File: config.mk
export PLATFORM = sky130hd
export DESIGN_NAME = soc_ifc_top
export DESIGN_NICKNAME = d
export VERILOG_FILES = /design/src/soc_ifc_pkg.sv /design/src/apb_req_stage.sv /design/src/access_check_stage.sv /design/src/fuse_trng_regs.sv /design/src/wdt_timer.sv /design/src/soc_ifc_top.sv
export SDC_FILE = /design/constraint.sdc
export NUM_CORES = 1
export LEC_CHECK = 0
export BUFFER_PORTS_ARGS = -buffer_cell sky130_fd_sc_hd__buf_2
export CORE_ASPECT_RATIO = 1.2
export CORE_UTILIZATION = 62
export CTS_CLUSTER_DIAMETER = 60
export DETAILED_ROUTE_END_ITERATION = 12
export PLACE_DENSITY = 0.85
export REMOVE_ABC_BUFFERS = 1
export SLEW_MARGIN = 40
export SYNTH_ARGS = -nofsm -noshare
export SYNTH_HDL_FRONTEND = slang
export SYNTH_SLANG_ARGS = --single-unit
File: constraint.sdc
create_clock -name clk -period 6.3 [get_ports clk]
set_input_delay 0.63 -clock clk [delete_from_list [all_inputs] [get_ports clk]]
set_output_delay 0.63 -clock clk [all_outputs]
set_load 0.03 [all_outputs]
File: src/soc_ifc_pkg.sv
// Shared definitions for the SoC interface register path.
// Holds the APB address map, the data widths, the decoded register
// select and the reset values used across the three stages and the watchdog.

`default_nettype none

package soc_ifc_pkg;

    localparam int apb_addr_w      = 8;
    localparam int fuse_uds_words  = 4;
    localparam int trng_data_words = 2;
    localparam int idx_w           = $clog2(fuse_uds_words);

    typedef logic [31:0]           data_t;
    typedef logic [apb_addr_w-1:0] addr_t;
    typedef logic [31:0]           user_t;
    typedef logic [idx_w-1:0]      idx_t;

    // Decoded register target
    typedef enum logic [3:0] {
        sel_fuse_uds,
        sel_fuse_wr_done,
        sel_fuse_pauser,
        sel_fuse_lock,
        sel_trng_pauser,
        sel_trng_lock,
        sel_trng_data,
        sel_wdt_en,
        sel_wdt_period,
        sel_wdt_restart,
        sel_wdt_status,
        sel_none
    } reg_sel_e;

    // Byte address map
    localparam addr_t addr_fuse_uds     = 8'h00;
    localparam addr_t addr_fuse_wr_done = 8'h10;
    localparam addr_t addr_fuse_pauser  = 8'h14;
    localparam addr_t addr_fuse_lock    = 8'h18;
    localparam addr_t addr_trng_pauser  = 8'h1C;
    localparam addr_t addr_trng_lock    = 8'h20;
    localparam addr_t addr_trng_data    = 8'h24;
    localparam addr_t addr_wdt_en       = 8'h30;
    localparam addr_t addr_wdt_period   = 8'h34;
    localparam addr_t addr_wdt_restart  = 8'h38;
    localparam addr_t addr_wdt_status   = 8'h3C;

    localparam user_t def_valid_pauser = 32'hFFFF_FFFF;

endpackage

`default_nettype wire

File: src/apb_req_stage.sv
// First pipeline stage of the SoC register path.
// Captures an APB transfer in its setup cycle and hands it on as a
// one-cycle request, then returns the stage-3 response to the bus.

`default_nettype none

module apb_req_stage
    import soc_ifc_pkg::*;
(
    input  logic  clk,
    input  logic  cptra_rst_b,

    // APB slave side
    input  addr_t paddr_i,
    input  logic  psel_i,
    input  logic  penable_i,
    input  logic  pwrite_i,
    input  data_t pwdata_i,
    input  user_t pauser_i,
    output logic  pready_o,
    output data_t prdata_o,
    output logic  pslverr_o,

    // Response from the execution stage
    input  logic  rsp_valid_i,
    input  data_t rsp_rdata_i,
    input  logic  rsp_err_i,

    // Request to the access check stage
    output logic  req_valid_o,
    output logic  req_write_o,
    output addr_t req_addr_o,
    output data_t req_wdata_o,
    output user_t req_user_o
);

    logic setup_phase;

    // Setup cycle is the only one with psel high and penable low
    assign setup_phase = psel_i & ~penable_i;

    always_ff @(posedge clk or negedge cptra_rst_b) begin
        if (!cptra_rst_b) begin
            req_valid_o <= 1'b0;
        end else begin
            req_valid_o <= setup_phase;
        end
    end

    // Transfer payload
    always_ff @(posedge clk) begin
        if (setup_phase) begin
            req_write_o <= pwrite_i;
            req_addr_o  <= paddr_i;
            req_wdata_o <= pwdata_i;
            req_user_o  <= pauser_i;
        end
    end

    ////////////////////////////////////////////////////////////////////////////
    // Response path
    // pready stays low until stage 3 answers, which holds the SoC in access
    ////////////////////////////////////////////////////////////////////////////
    assign pready_o  = rsp_valid_i;
    assign prdata_o  = rsp_valid_i ? rsp_rdata_i : '0;
    assign pslverr_o = rsp_valid_i & rsp_err_i;

endmodule

`default_nettype wire

File: src/access_check_stage.sv
// Second pipeline stage of the SoC register path.
// Decodes the request address and applies the fuse, lock and TRNG
// PAUSER rules. The verdict is registered and executed as-is by stage 3.

`default_nettype none

module access_check_stage
    import soc_ifc_pkg::*;
(
    input  logic     clk,
    input  logic     cptra_rst_b,

    // Request from the capture stage
    input  logic     req_valid_i,
    input  logic     req_write_i,
    input  addr_t    req_addr_i,
    input  data_t    req_wdata_i,
    input  user_t    req_user_i,

    // Lock state held in the register bank
    input  logic     fuse_wr_done_i,
    input  logic     fuse_lock_i,
    input  user_t    fuse_pauser_i,
    input  logic     trng_lock_i,
    input  user_t    trng_pauser_i,

    // Checked request to the execution stage
    output logic     exe_valid_o,
    output reg_sel_e exe_sel_o,
    output idx_t     exe_index_o,
    output logic     exe_write_o,
    output data_t    exe_wdata_o,
    output logic     exe_wr_allow_o,
    output logic     exe_rd_mask_o,
    output logic     exe_err_o
);

    reg_sel_e dec_sel;
    idx_t     dec_index;
    addr_t    uds_off;
    addr_t    trng_off;
    logic     fuse_user_ok;
    logic     trng_user_ok;
    logic     wr_allow;

    assign uds_off  = req_addr_i - addr_fuse_uds;
    assign trng_off = req_addr_i - addr_trng_data;

    ////////////////////////////////////////////////////////////////////////////
    // Address decode
    ////////////////////////////////////////////////////////////////////////////
    always_comb begin
        dec_sel   = sel_none;
        dec_index = '0;
        if (req_addr_i[1:0] == 2'b00) begin
            if (req_addr_i < addr_fuse_uds + addr_t'(4 * fuse_uds_words)) begin
                dec_sel   = sel_fuse_uds;
                dec_index = uds_off[idx_w+1:2];
            end else if (req_addr_i >= addr_trng_data &&
                         req_addr_i < addr_trng_data + addr_t'(4 * trng_data_words)) begin
                dec_sel   = sel_trng_data;
                dec_index = trng_off[idx_w+1:2];
            end else begin
                case (req_addr_i)
                    addr_fuse_wr_done: dec_sel = sel_fuse_wr_done;
                    addr_fuse_pauser:  dec_sel = sel_fuse_pauser;
                    addr_fuse_lock:    dec_sel = sel_fuse_lock;
                    addr_trng_pauser:  dec_sel = sel_trng_pauser;
                    addr_trng_lock:    dec_sel = sel_trng_lock;
                    addr_wdt_en:       dec_sel = sel_wdt_en;
                    addr_wdt_period:   dec_sel = sel_wdt_period;
                    addr_wdt_restart:  dec_sel = sel_wdt_restart;
                    addr_wdt_status:   dec_sel = sel_wdt_status;
                    default:           dec_sel = sel_none;
                endcase
            end
        end
    end

    // An unlocked PAUSER register admits every requester
    assign fuse_user_ok = ~fuse_lock_i | (req_user_i == fuse_pauser_i);
    assign trng_user_ok = ~trng_lock_i | (req_user_i == trng_pauser_i);

    always_comb begin
        case (dec_sel)
            sel_fuse_uds:     wr_allow = ~fuse_wr_done_i & fuse_user_ok;
            sel_fuse_wr_done: wr_allow = ~fuse_wr_done_i;
            sel_fuse_pauser,
            sel_fuse_lock:    wr_allow = ~fuse_lock_i;
            sel_trng_pauser,
            sel_trng_lock:    wr_allow = ~trng_lock_i;
            sel_trng_data:    wr_allow = trng_user_ok;
            sel_none:         wr_allow = 1'b0;
            default:          wr_allow = 1'b1;
        endcase
    end

    always_ff @(posedge clk or negedge cptra_rst_b) begin
        if (!cptra_rst_b) begin
            exe_valid_o <= 1'b0;
        end else begin
            exe_valid_o <= req_valid_i;
        end
    end

    always_ff @(posedge clk) begin
        if (req_valid_i) begin
            exe_sel_o      <= dec_sel;
            exe_index_o    <= dec_index;
            exe_write_o    <= req_write_i;
            exe_wdata_o    <= req_wdata_i;
            exe_wr_allow_o <= wr_allow;
            exe_rd_mask_o  <= (dec_sel == sel_trng_data) & ~trng_user_ok;
            exe_err_o      <= (dec_sel == sel_none);
        end
    end

endmodule

`default_nettype wire

File: src/fuse_trng_regs.sv
// Third pipeline stage of the SoC register path.
// Holds the fuse, PAUSER lock, TRNG and watchdog control registers,
// applies a write already cleared by stage 2 and returns the read data.

`default_nettype none

module fuse_trng_regs
    import soc_ifc_pkg::*;
(
    input  logic                         clk,
    input  logic                         cptra_rst_b,

    // Checked request from the access check stage
    input  logic                         exe_valid_i,
    input  reg_sel_e                     exe_sel_i,
    input  idx_t                         exe_index_i,
    input  logic                         exe_write_i,
    input  data_t                        exe_wdata_i,
    input  logic                         exe_wr_allow_i,
    input  logic                         exe_rd_mask_i,
    input  logic                         exe_err_i,
    input  logic                         wdt_timeout_i,

    // Response to the capture stage
    output logic                         rsp_valid_o,
    output data_t                        rsp_rdata_o,
    output logic                         rsp_err_o,

    // Lock state for the access check
    output logic                         fuse_wr_done_o,
    output logic                         fuse_lock_o,
    output user_t                        fuse_pauser_o,
    output logic                         trng_lock_o,
    output user_t                        trng_pauser_o,

    output data_t [fuse_uds_words-1:0]   fuse_uds_o,
    output data_t [trng_data_words-1:0]  trng_data_o,

    // Watchdog control
    output logic                         wdt_en_o,
    output data_t                        wdt_period_o,
    output logic                         wdt_restart_o,
    output logic                         wdt_status_clr_o
);

    logic  wr_en;
    data_t rd_word;

    assign wr_en = exe_valid_i & exe_write_i & exe_wr_allow_i;

    ////////////////////////////////////////////////////////////////////////////
    // Register bank
    ////////////////////////////////////////////////////////////////////////////
    always_ff @(posedge clk or negedge cptra_rst_b) begin
        if (!cptra_rst_b) begin
            fuse_uds_o     <= '0;
            fuse_wr_done_o <= 1'b0;
            fuse_pauser_o  <= def_valid_pauser;
            fuse_lock_o    <= 1'b0;
            trng_pauser_o  <= def_valid_pauser;
            trng_lock_o    <= 1'b0;
            trng_data_o    <= '0;
            wdt_en_o       <= 1'b0;
            wdt_period_o   <= '0;
        end else if (wr_en) begin
            case (exe_sel_i)
                sel_fuse_uds:     fuse_uds_o[exe_index_i] <= exe_wdata_i;
                sel_fuse_wr_done: fuse_wr_done_o <= exe_wdata_i[0];
                sel_fuse_pauser:  fuse_pauser_o <= exe_wdata_i;
                sel_fuse_lock:    fuse_lock_o <= exe_wdata_i[0];
                sel_trng_pauser:  trng_pauser_o <= exe_wdata_i;
                sel_trng_lock:    trng_lock_o <= exe_wdata_i[0];
                sel_trng_data:    trng_data_o[exe_index_i[0]] <= exe_wdata_i;
                sel_wdt_en:       wdt_en_o <= exe_wdata_i[0];
                sel_wdt_period:   wdt_period_o <= exe_wdata_i;
                default: ;
            endcase
        end
    end

    // Restart and status clear act once per write
    always_ff @(posedge clk or negedge cptra_rst_b) begin
        if (!cptra_rst_b) begin
            wdt_restart_o    <= 1'b0;
            wdt_status_clr_o <= 1'b0;
        end else begin
            wdt_restart_o    <= wr_en & (exe_sel_i == sel_wdt_restart);
            wdt_status_clr_o <= wr_en & (exe_sel_i == sel_wdt_status) & exe_wdata_i[0];
        end
    end

    ////////////////////////////////////////////////////////////////////////////
    // Read path
    ////////////////////////////////////////////////////////////////////////////
    always_comb begin
        case (exe_sel_i)
            sel_fuse_uds:     rd_word = fuse_uds_o[exe_index_i];
            sel_fuse_wr_done: rd_word = {31'b0, fuse_wr_done_o};
            sel_fuse_pauser:  rd_word = fuse_pauser_o;
            sel_fuse_lock:    rd_word = {31'b0, fuse_lock_o};
            sel_trng_pauser:  rd_word = trng_pauser_o;
            sel_trng_lock:    rd_word = {31'b0, trng_lock_o};
            sel_trng_data:    rd_word = trng_data_o[exe_index_i[0]];
            sel_wdt_en:       rd_word = {31'b0, wdt_en_o};
            sel_wdt_period:   rd_word = wdt_period_o;
            sel_wdt_status:   rd_word = {31'b0, wdt_timeout_i};
            default:          rd_word = '0;
        endcase
    end

    always_ff @(posedge clk or negedge cptra_rst_b) begin
        if (!cptra_rst_b) begin
            rsp_valid_o <= 1'b0;
        end else begin
            rsp_valid_o <= exe_valid_i;
        end
    end

    // Foreign requester sees zero on locked TRNG data
    always_ff @(posedge clk) begin
        if (exe_valid_i) begin
            rsp_rdata_o <= (exe_write_i || exe_rd_mask_i) ? '0 : rd_word;
            rsp_err_o   <= exe_err_i;
        end
    end

endmodule

`default_nettype wire

File: src/wdt_timer.sv
// Single watchdog timer beside the register bank.
// Counts while enabled and raises a sticky timeout that software clears
// through the status register. The timeout also drives the error interrupt.

`default_nettype none

module wdt_timer
    import soc_ifc_pkg::*;
(
    input  logic  clk,
    input  logic  cptra_rst_b,
    input  logic  wdt_en_i,
    input  data_t wdt_period_i,
    input  logic  wdt_restart_i,
    input  logic  wdt_status_clr_i,
    output logic  wdt_timeout_o,
    output logic  wdt_error_intr_o
);

    data_t count;
    logic  expired;

    assign expired = wdt_en_i & ~wdt_restart_i & (count >= wdt_period_i);

    // Count holds at zero while a timeout is pending
    always_ff @(posedge clk or negedge cptra_rst_b) begin
        if (!cptra_rst_b) begin
            count <= '0;
        end else if (!wdt_en_i || wdt_restart_i || wdt_timeout_o) begin
            count <= '0;
        end else if (count != '1) begin
            count <= count + 32'd1;
        end
    end

    always_ff @(posedge clk or negedge cptra_rst_b) begin
        if (!cptra_rst_b) begin
            wdt_timeout_o <= 1'b0;
        end else if (wdt_status_clr_i) begin
            wdt_timeout_o <= 1'b0;
        end else if (expired) begin
            wdt_timeout_o <= 1'b1;
        end
    end

    assign wdt_error_intr_o = wdt_timeout_o;

endmodule

`default_nettype wire

File: src/soc_ifc_top.sv
// Top level of the SoC interface register path.
// Chains capture, access check and execution stages behind the APB port
// and places the watchdog timer next to the register bank.

`default_nettype none

module soc_ifc_top
    import soc_ifc_pkg::*;
(
    input  logic                         clk,
    input  logic                         cptra_rst_b,

    // SoC APB port
    input  addr_t                        paddr_i,
    input  logic                         psel_i,
    input  logic                         penable_i,
    input  logic                         pwrite_i,
    input  data_t                        pwdata_i,
    input  user_t                        pauser_i,
    output logic                         pready_o,
    output data_t                        prdata_o,
    output logic                         pslverr_o,

    output data_t [fuse_uds_words-1:0]   fuse_uds_o,
    output data_t [trng_data_words-1:0]  trng_data_o,
    output logic                         wdt_timeout_o,
    output logic                         wdt_error_intr_o
);

    // Stage 1 to stage 2
    logic     req_valid;
    logic     req_write;
    addr_t    req_addr;
    data_t    req_wdata;
    user_t    req_user;

    // Stage 2 to stage 3
    logic     exe_valid;
    reg_sel_e exe_sel;
    idx_t     exe_index;
    logic     exe_write;
    data_t    exe_wdata;
    logic     exe_wr_allow;
    logic     exe_rd_mask;
    logic     exe_err;

    // Stage 3 back to stage 1 and 2
    logic     rsp_valid;
    data_t    rsp_rdata;
    logic     rsp_err;
    logic     fuse_wr_done;
    logic     fuse_lock;
    user_t    fuse_pauser;
    logic     trng_lock;
    user_t    trng_pauser;

    // Watchdog control
    logic     wdt_en;
    data_t    wdt_period;
    logic     wdt_restart;
    logic     wdt_status_clr;

    apb_req_stage i_apb_req_stage (
        .clk         (clk),
        .cptra_rst_b (cptra_rst_b),
        .paddr_i     (paddr_i),
        .psel_i      (psel_i),
        .penable_i   (penable_i),
        .pwrite_i    (pwrite_i),
        .pwdata_i    (pwdata_i),
        .pauser_i    (pauser_i),
        .pready_o    (pready_o),
        .prdata_o    (prdata_o),
        .pslverr_o   (pslverr_o),
        .rsp_valid_i (rsp_valid),
        .rsp_rdata_i (rsp_rdata),
        .rsp_err_i   (rsp_err),
        .req_valid_o (req_valid),
        .req_write_o (req_write),
        .req_addr_o  (req_addr),
        .req_wdata_o (req_wdata),
        .req_user_o  (req_user)
    );

    access_check_stage i_access_check_stage (
        .clk            (clk),
        .cptra_rst_b    (cptra_rst_b),
        .req_valid_i    (req_valid),
        .req_write_i    (req_write),
        .req_addr_i     (req_addr),
        .req_wdata_i    (req_wdata),
        .req_user_i     (req_user),
        .fuse_wr_done_i (fuse_wr_done),
        .fuse_lock_i    (fuse_lock),
        .fuse_pauser_i  (fuse_pauser),
        .trng_lock_i    (trng_lock),
        .trng_pauser_i  (trng_pauser),
        .exe_valid_o    (exe_valid),
        .exe_sel_o      (exe_sel),
        .exe_index_o    (exe_index),
        .exe_write_o    (exe_write),
        .exe_wdata_o    (exe_wdata),
        .exe_wr_allow_o (exe_wr_allow),
        .exe_rd_mask_o  (exe_rd_mask),
        .exe_err_o      (exe_err)
    );

    fuse_trng_regs i_fuse_trng_regs (
        .clk              (clk),
        .cptra_rst_b      (cptra_rst_b),
        .exe_valid_i      (exe_valid),
        .exe_sel_i        (exe_sel),
        .exe_index_i      (exe_index),
        .exe_write_i      (exe_write),
        .exe_wdata_i      (exe_wdata),
        .exe_wr_allow_i   (exe_wr_allow),
        .exe_rd_mask_i    (exe_rd_mask),
        .exe_err_i        (exe_err),
        .wdt_timeout_i    (wdt_timeout_o),
        .rsp_valid_o      (rsp_valid),
        .rsp_rdata_o      (rsp_rdata),
        .rsp_err_o        (rsp_err),
        .fuse_wr_done_o   (fuse_wr_done),
        .fuse_lock_o      (fuse_lock),
        .fuse_pauser_o    (fuse_pauser),
        .trng_lock_o      (trng_lock),
        .trng_pauser_o    (trng_pauser),
        .fuse_uds_o       (fuse_uds_o),
        .trng_data_o      (trng_data_o),
        .wdt_en_o         (wdt_en),
        .wdt_period_o     (wdt_period),
        .wdt_restart_o    (wdt_restart),
        .wdt_status_clr_o (wdt_status_clr)
    );

    wdt_timer i_wdt_timer (
        .clk              (clk),
        .cptra_rst_b      (cptra_rst_b),
        .wdt_en_i         (wdt_en),
        .wdt_period_i     (wdt_period),
        .wdt_restart_i    (wdt_restart),
        .wdt_status_clr_i (wdt_status_clr),
        .wdt_timeout_o    (wdt_timeout_o),
        .wdt_error_intr_o (wdt_error_intr_o)
    );

endmodule

`default_nettype wire

==> key figures, run 1 <==
Run status
  • Status: completed

Placed design
  • Placed Cells: 2261
  • Placed instance area: between 0.02 and 0.025 mm2
  • Post-DP HPWL: 37900 um
  • Port bufs: 304
  • Final GP Congestion: between 0.9 and 1

Pwr
  • Comb pwr share: 13.7%
  • Sw Ratio: 27.3%
  • Worst vdd ir: 0.000289 V
  • Sequential Power Share: 50.1%
  • Switch Pwr: 0.00208 W
  • Clock power frac: ~36%
  • Leakage: 11.3 nW
  • PD cells: 302 mW/mm2
  • Internal Power: 0.00553 W

Final layout
  • Syn-to-layout area delta: 17.3%
  • NumNets Final: between 1500 and 2000
  • Commonest non-fill, non-tap cells in the layout: buf_2 (303), mux2_2 (286), dfrtp_1 (264)
  • Non-Filler Instances: 2359
  • Most common cell after layout, fill and taps aside: buf_2
  • Multi-input combinational cell area: 0.00828 mm2
  • FILL cells: 2264
  • Layout cells sized above 1: 42.4%
  • Register Area: 0.0128 mm2
  • Final Cell Area: 0.0251 mm2

Detailed routing
  • Drc violations: 0
  • Drt via density: a little over 6
  • Total number of vias: 14600
  • Post-route ant nets: 0
  • DR WL/cell: 24.3 um
  • Drt pass-1 iters: 5
  • DR iter-0 viols: about 1100
  • Post-Route WL: 57400 um

STA
  • Post-route minimum period: between 3 and 4 ns
  • Slew Limit Fails: 0
  • Max_slew headroom: 39.9%
  • Final Cycle Share: 49.5%
  • RSZ-0062 raised after global routing: false
  • Fmax: about 320 MHz
  • Final setup vio count: 0
  • Final hold viol count: 0
  • Hold WS: ~0.23 ns
  • Final clock skew: 0.0224 ns
  • Slew of the pin with the lowest slew margin: 0.893 ns
  • TNS Setup: 0 ns

Clocking
  • Bufs on Longest Clock Path: 3
  • Clk root buf: clkbuf_16
  • Clock sink total: 478
  • CTS tree: built
  • Htree depth: 2
  • Clock latency at the later pin of the worst-skew pair: 0.57 ns
  • Worst-path clk slew: 0.06 ns
  • Clock buffer count from CTS: 47
  • Post-CTS Setup Inserts: 0

Die
  • Core area: roughly 0.034 mm2
  • Die Y: 206 um
  • Standard-cell rows: 74
  • Die Width: 172 um
  • IO Pins: a little over 300
  • Initial Util: about 63%
  • Die area: 0.0353 mm2

Global routing
  • Vias in the first global route: 15100
  • Grt ovf: 0
  • Largest net degree at the start of global routing: 131
  • GRT Overall Usage: 33.3%
  • Initial antenna violation count: 9
  • First-pass GRT wire length: a little under 90000 um

Synth
  • Mapped Cells: 1552
  • Ys flop type: dfrtp_1
  • Cell Area, Synth: 0.0214 mm2
  • Async S/R FF share, synth: a little under 70%
  • Yosys Warn Count: 0
  • Sequential cell area fraction in the yosys report: 59.7%
  • Yosys reg bits: approximately 480
  • EDFF count, synth: 148
  • Mean Syn Cell Area: 13.8 um2
  • Cell variety after synth: 58

Hold path
  • Min-Delay Endpoint: i_apb_req_stage.req_user_o[17]
  • Worst min-delay path class: in -> reg
  • HP Start: pauser_i[17]
  • Hold Crit Depth: 1

Setup path
  • Required time of the critical path: 6.74 ns
  • Reg2reg end: i_fuse_trng_regs.fuse_uds_o[36]
  • Crit path kind: reg -> reg
  • Flop2flop setup slack: 3.18 ns
  • R2r startpoint: i_access_check_stage.exe_valid_o
  • CP Launch Type: register
  • Reg2Reg Depth: 6
  • Crit. End Element: register
  • Arr. time, crit path: 3.56 ns
  • Critical Path Fanout Max: 36

Job
  • Total of max-cap violations: 0
## synth_stat cells (35+ instances only)
cell	count	area, um2
dfrtp_1	266	6660
o21ai_0	52	260
mux2_2	286	3220
dfstp_2	64	1680
ha_1	38	475
inv_1	40	150
and2_1	36	225
nand2_1	86	323
nor2_1	52	195
a31oi_1	35	219
clkbuf_1	46	173
xor2_1	68	596
edfxtp_1	148	4440
a22oi_1	62	465
## kinds of logic after synthesis
group | count (synthesis) | synth area share (%)
flip-flops | 478 | 59.7
multiplexers | 328 | 18.9
AND/OR/NAND/NOR | 310 | 7.55
AO/OA/AOI/OAI | 194 | 5.89
buffers and inverters | 118 | 2.25
XOR/XNOR | 86 | 3.52
adder cells (fa/ha/maj) | 38 | 2.22
## worst max-delay path by stage
stage	depth (start not counted)	slack, ns	startpoint	endpoint
2_1_floorplan	2	0.86	i_access_check_stage.exe_index_o[0]	i_fuse_trng_regs.trng_data_o[0]
6_report	6	3.18	i_access_check_stage.exe_valid_o	i_fuse_trng_regs.fuse_uds_o[36]
3_5_place_dp	5	3.01	i_access_check_stage.exe_valid_o	i_fuse_trng_regs.fuse_uds_o[13]
4_1_cts	5	2.98	i_access_check_stage.exe_valid_o	i_fuse_trng_regs.fuse_uds_o[17]
3_3_place_gp	5	2.67	i_access_check_stage.exe_sel_o[0]	i_fuse_trng_regs.trng_data_o[46]
5_1_grt	6	3.07	i_access_check_stage.exe_valid_o	i_fuse_trng_regs.fuse_uds_o[36]
## sequential cells by signal, indices dropped and copies added (netlist names), 2 cells and up
signal / count
i_access_check_stage.exe_index_o: 2
i_access_check_stage.exe_sel_o: 4
i_access_check_stage.exe_wdata_o: 32
i_apb_req_stage.req_addr_o: 8
i_apb_req_stage.req_user_o: 32
i_apb_req_stage.req_wdata_o: 32
i_fuse_trng_regs.fuse_pauser_o: 32
i_fuse_trng_regs.fuse_uds_o: 128
i_fuse_trng_regs.rsp_rdata_o: 32
i_fuse_trng_regs.trng_data_o: 64
i_fuse_trng_regs.trng_pauser_o: 32
i_fuse_trng_regs.wdt_period_o: 32
i_wdt_timer.count: 32
## worst max-delay path: stages, from the launching register on
cell and delay [ns]:
dfrtp_4 0.82, and3_1 0.40, and2_1 0.25, nand2_1 0.11, nor2_4 0.55, buf_4 0.46
mux2_2 0.38
## per-stage QoR
step | worst slack, ns | total power (W) | util [%]
2_1_floorplan | 0.864 | 0.00443 | -
3_3_place_gp | 2.67 | 0.00482 | 68.9
3_5_place_dp | 3.01 | 0.00488 | 69.2
4_1_cts | 2.98 | 0.00762 | 73.6
5_1_grt | 3.07 | 0.00784 | 73.8
6_report | 3.18 | 0.00760 | 73.8
## timing repair
action | 4_1_cts | 5_1_grt
hold endpoints to repair | 33 | 0
resized for setup | 0 | 0
hold buffers | 1 | 0
## metal layers
metal / global-route usage, % / up-vias / share of wire [%]
li1: - / 6358 / -
met1: 40.7 / 7435 / 38
met2: 56.8 / 666 / 50
met3: 6.83 / 146 / 7.1
met4: 15.4 / 0 / 4.2
met5: 0 / - / 0
## cell type report
cell class / count / share of cell area (%)
Tap cell: 456 / 2.27
Sequential cell: 478 / 50.9
Inverter: 40 / 0.597
Antenna cell: 8 / 0.0796
Timing Repair Buffer: 334 / 7.29
Multi-Input combinational cell: 956 / 32.9
Clock inverter: 10 / 0.463
Clock buffer: 77 / 5.49
## power by group through the flow
stage | clock, W | combinational [W] | sequential [W]
6_report | 0.00275 | 0.00104 | 0.00381
3_3_place_gp | 0 | 0.000993 | 0.00383
4_1_cts | 0.00278 | 0.00104 | 0.00380
3_5_place_dp | 0 | 0.00102 | 0.00385
2_1_floorplan | 0 | 0.000445 | 0.00399
5_1_grt | 0.00289 | 0.00111 | 0.00384
Power figures use the tool's default switching activity.
==> inputs of run 2 (changes only) <==
CORE_UTILIZATION = 58   (was 62)
PLACE_DENSITY = 0.81   (was 0.85)
clock period = 3.2 ns   (was 6.3 ns; I/O delays follow)
==> key figures, run 2 (synthesis results as in run 1) <==
Setup path
  • CP Cell Sequence: inv_1 > ha_1 > nand2b_1 > and3_1 > o311ai_0 > nor3_1 > a32oi_1 > nand3_1
  • CP peak stage delay: between 0.6 and 0.7 ns
  • Required time of the critical path: 3.51 ns
  • Reg2Reg Depth: 8
  • Critical Path End: i_access_check_stage.exe_wr_allow_o
  • Crit path kind: reg -> reg
  • R2r startpoint: i_apb_req_stage.req_addr_o[3]
  • Critical Path Fanout Max: 7
  • CP max stage cell: o311ai_0
  • Crit path launch: i_apb_req_stage.req_addr_o[3]
  • Top delay family on crit path: compound AO/OA/AOI/OAI gates
  • Crit. End Element: register
  • CP Buf/Inv Count: 1
  • Flop2flop setup slack: 0.63 ns
  • Arr. time, crit path: between 2 and 3 ns
  • CP Launch Type: register
  • CP Depth: 8
  • Reg2reg end: i_access_check_stage.exe_wr_allow_o

Global routing
  • Vias in the first global route: 15300
  • GRT Overall Usage: 31.9%
  • Grt ovf: 0
  • First-pass GRT wire length: 89900 um
  • Initial antenna violation count: 0
  • Largest net degree at the start of global routing: 96

Die
  • Die Y: 213 um
  • IO Pins: between 300 and 400
  • Die Width: 177 um
  • Initial Util: 59.3%
  • Core area: 0.0361 mm2
  • Standard-cell rows: between 70 and 80
  • Die area: between 0.03 and 0.04 mm2

Final layout
  • Final Cell Area: ~0.026 mm2
  • Layout cells sized above 1: 41.5%
  • Number of antenna diodes: 0
  • Non-Filler Instances: 2447
  • Most flops, register: i_fuse_trng_regs.fuse_uds_o
  • NumNets Final: approximately 2100
  • Top flop regs: i_fuse_trng_regs.fuse_uds_o x128, i_fuse_trng_regs.trng_data_o x64
  • Max reg flops: 128
  • Fin util: 71.8%
  • Syn-to-layout area delta: 21.2%
  • Most common cell after layout, fill and taps aside: buf_2
  • Commonest non-fill, non-tap cells in the layout: buf_2 (303), mux2_2 (286), dfrtp_1 (264)

Clocking
  • Bufs on Longest Clock Path: 3
  • Clock latency at the later pin of the worst-skew pair: 0.57 ns
  • Htree depth: 2
  • CTS tree: built
  • Worst-path clk slew: 0.06 ns
  • Post-cts sizing count: 0
  • Clock buffer count from CTS: between 40 and 50
  • Clk root buf: clkbuf_16
  • Clock sink total: roughly 480

Detailed routing
  • DR iter-0 viols: roughly 1100
  • DR WL/cell: 24.2 um
  • Drt pass-1 iters: 5
  • Total number of vias: 15000
  • Drc violations: 0
  • Post-route ant nets: 0
  • Post-Route WL: 59300 um
  • Drt via density: 6.11

STA
  • Hold WS: 0.285 ns
  • Setup ws final: around 0.63 ns
  • Post-route minimum period: about 2.6 ns
  • Max_slew headroom: 40.3%
  • Final hold viol count: 0
  • Final clock skew: 0.0141 ns
  • Fmax: 389 MHz
  • RSZ-0062 raised after global routing: false
  • Slew of the pin with the lowest slew margin: 0.895 ns
  • Slew Limit Fails: 0
  • Final Cycle Share: 80.3%
  • Final setup vio count: 0

Pwr
  • PD cells: 581 mW/mm2
  • Worst vdd ir: 0.000512 V
  • Leakage: between 10 and 15 nW

Job
  • Total of max-cap violations: 0

Placed design
  • Dpl ws: 0.692 ns
  • Post-DP HPWL: around 40000 um
  • Port bufs: a little over 300
  • Placed Cells: 2285
  • Placed instance area: approximately 0.024 mm2
  • Final GP Congestion: 0.919

Run status
  • Status: completed

Hold path
  • Worst min-delay path class: in -> async
[run 2: how the worst min path moves through the flow]
| stage | endpoint | slack (ns) |
|---|---|---|
| final | i_fuse_trng_regs.trng_data_o[52] | 0.29 |
| after global routing | i_apb_req_stage.req_valid_o | 0.29 |
| after CTS | i_apb_req_stage.req_valid_o | 0.27 |
| after detailed placement | i_fuse_trng_regs.fuse_uds_o[117] | 0.32 |
| after global placement | i_fuse_trng_regs.fuse_uds_o[117] | 0.31 |
| after floorplan | i_access_check_stage.exe_valid_o | 0.02 |
[run 2: metal layers]
metal | share of wire [%] | track usage, % | vias up | wire (um)
li1 | - | - | 6511 | -
met1 | 39 | 40.2 | 7630 | 22900
met2 | 50 | 54.4 | 667 | 29900
met3 | 7.2 | 6.26 | 150 | 4260
met4 | 3.7 | 12.1 | 0 | 2220
met5 | 0 | 0 | - | 0
[run 2: final cells by class]
cell class,count,area [um2]
clock buffers,70,1330
clock inverters,18,164
fillers,2366,10200
inverters,40,150
multi-input cells,956,8260
flip-flops and latches,478,12800
well taps,468,586
repair buffers,417,2680
[run 2: power by group]
part | total, W | internal (W) | switching, W
logic | 0.00215 | 0.000865 | 0.00129
clock network | 0.00544 | 0.00307 | 0.00237
registers | 0.00748 | 0.00697 | 0.000507
[run 2: per-stage QoR]
step / TNS (ns) / total power (W)
after floorplan: -413.11 / 0.00873
after global placement: 0 / 0.00954
after detailed placement: 0 / 0.00963
after CTS: 0 / 0.0151
after global routing: 0 / 0.0155
final: 0 / 0.0151
[run 2: repair_timing]
action	4_1_cts	5_1_grt
hold buffers	74	0
setup buffers	0	0
endpoints found under the hold margin	135	0
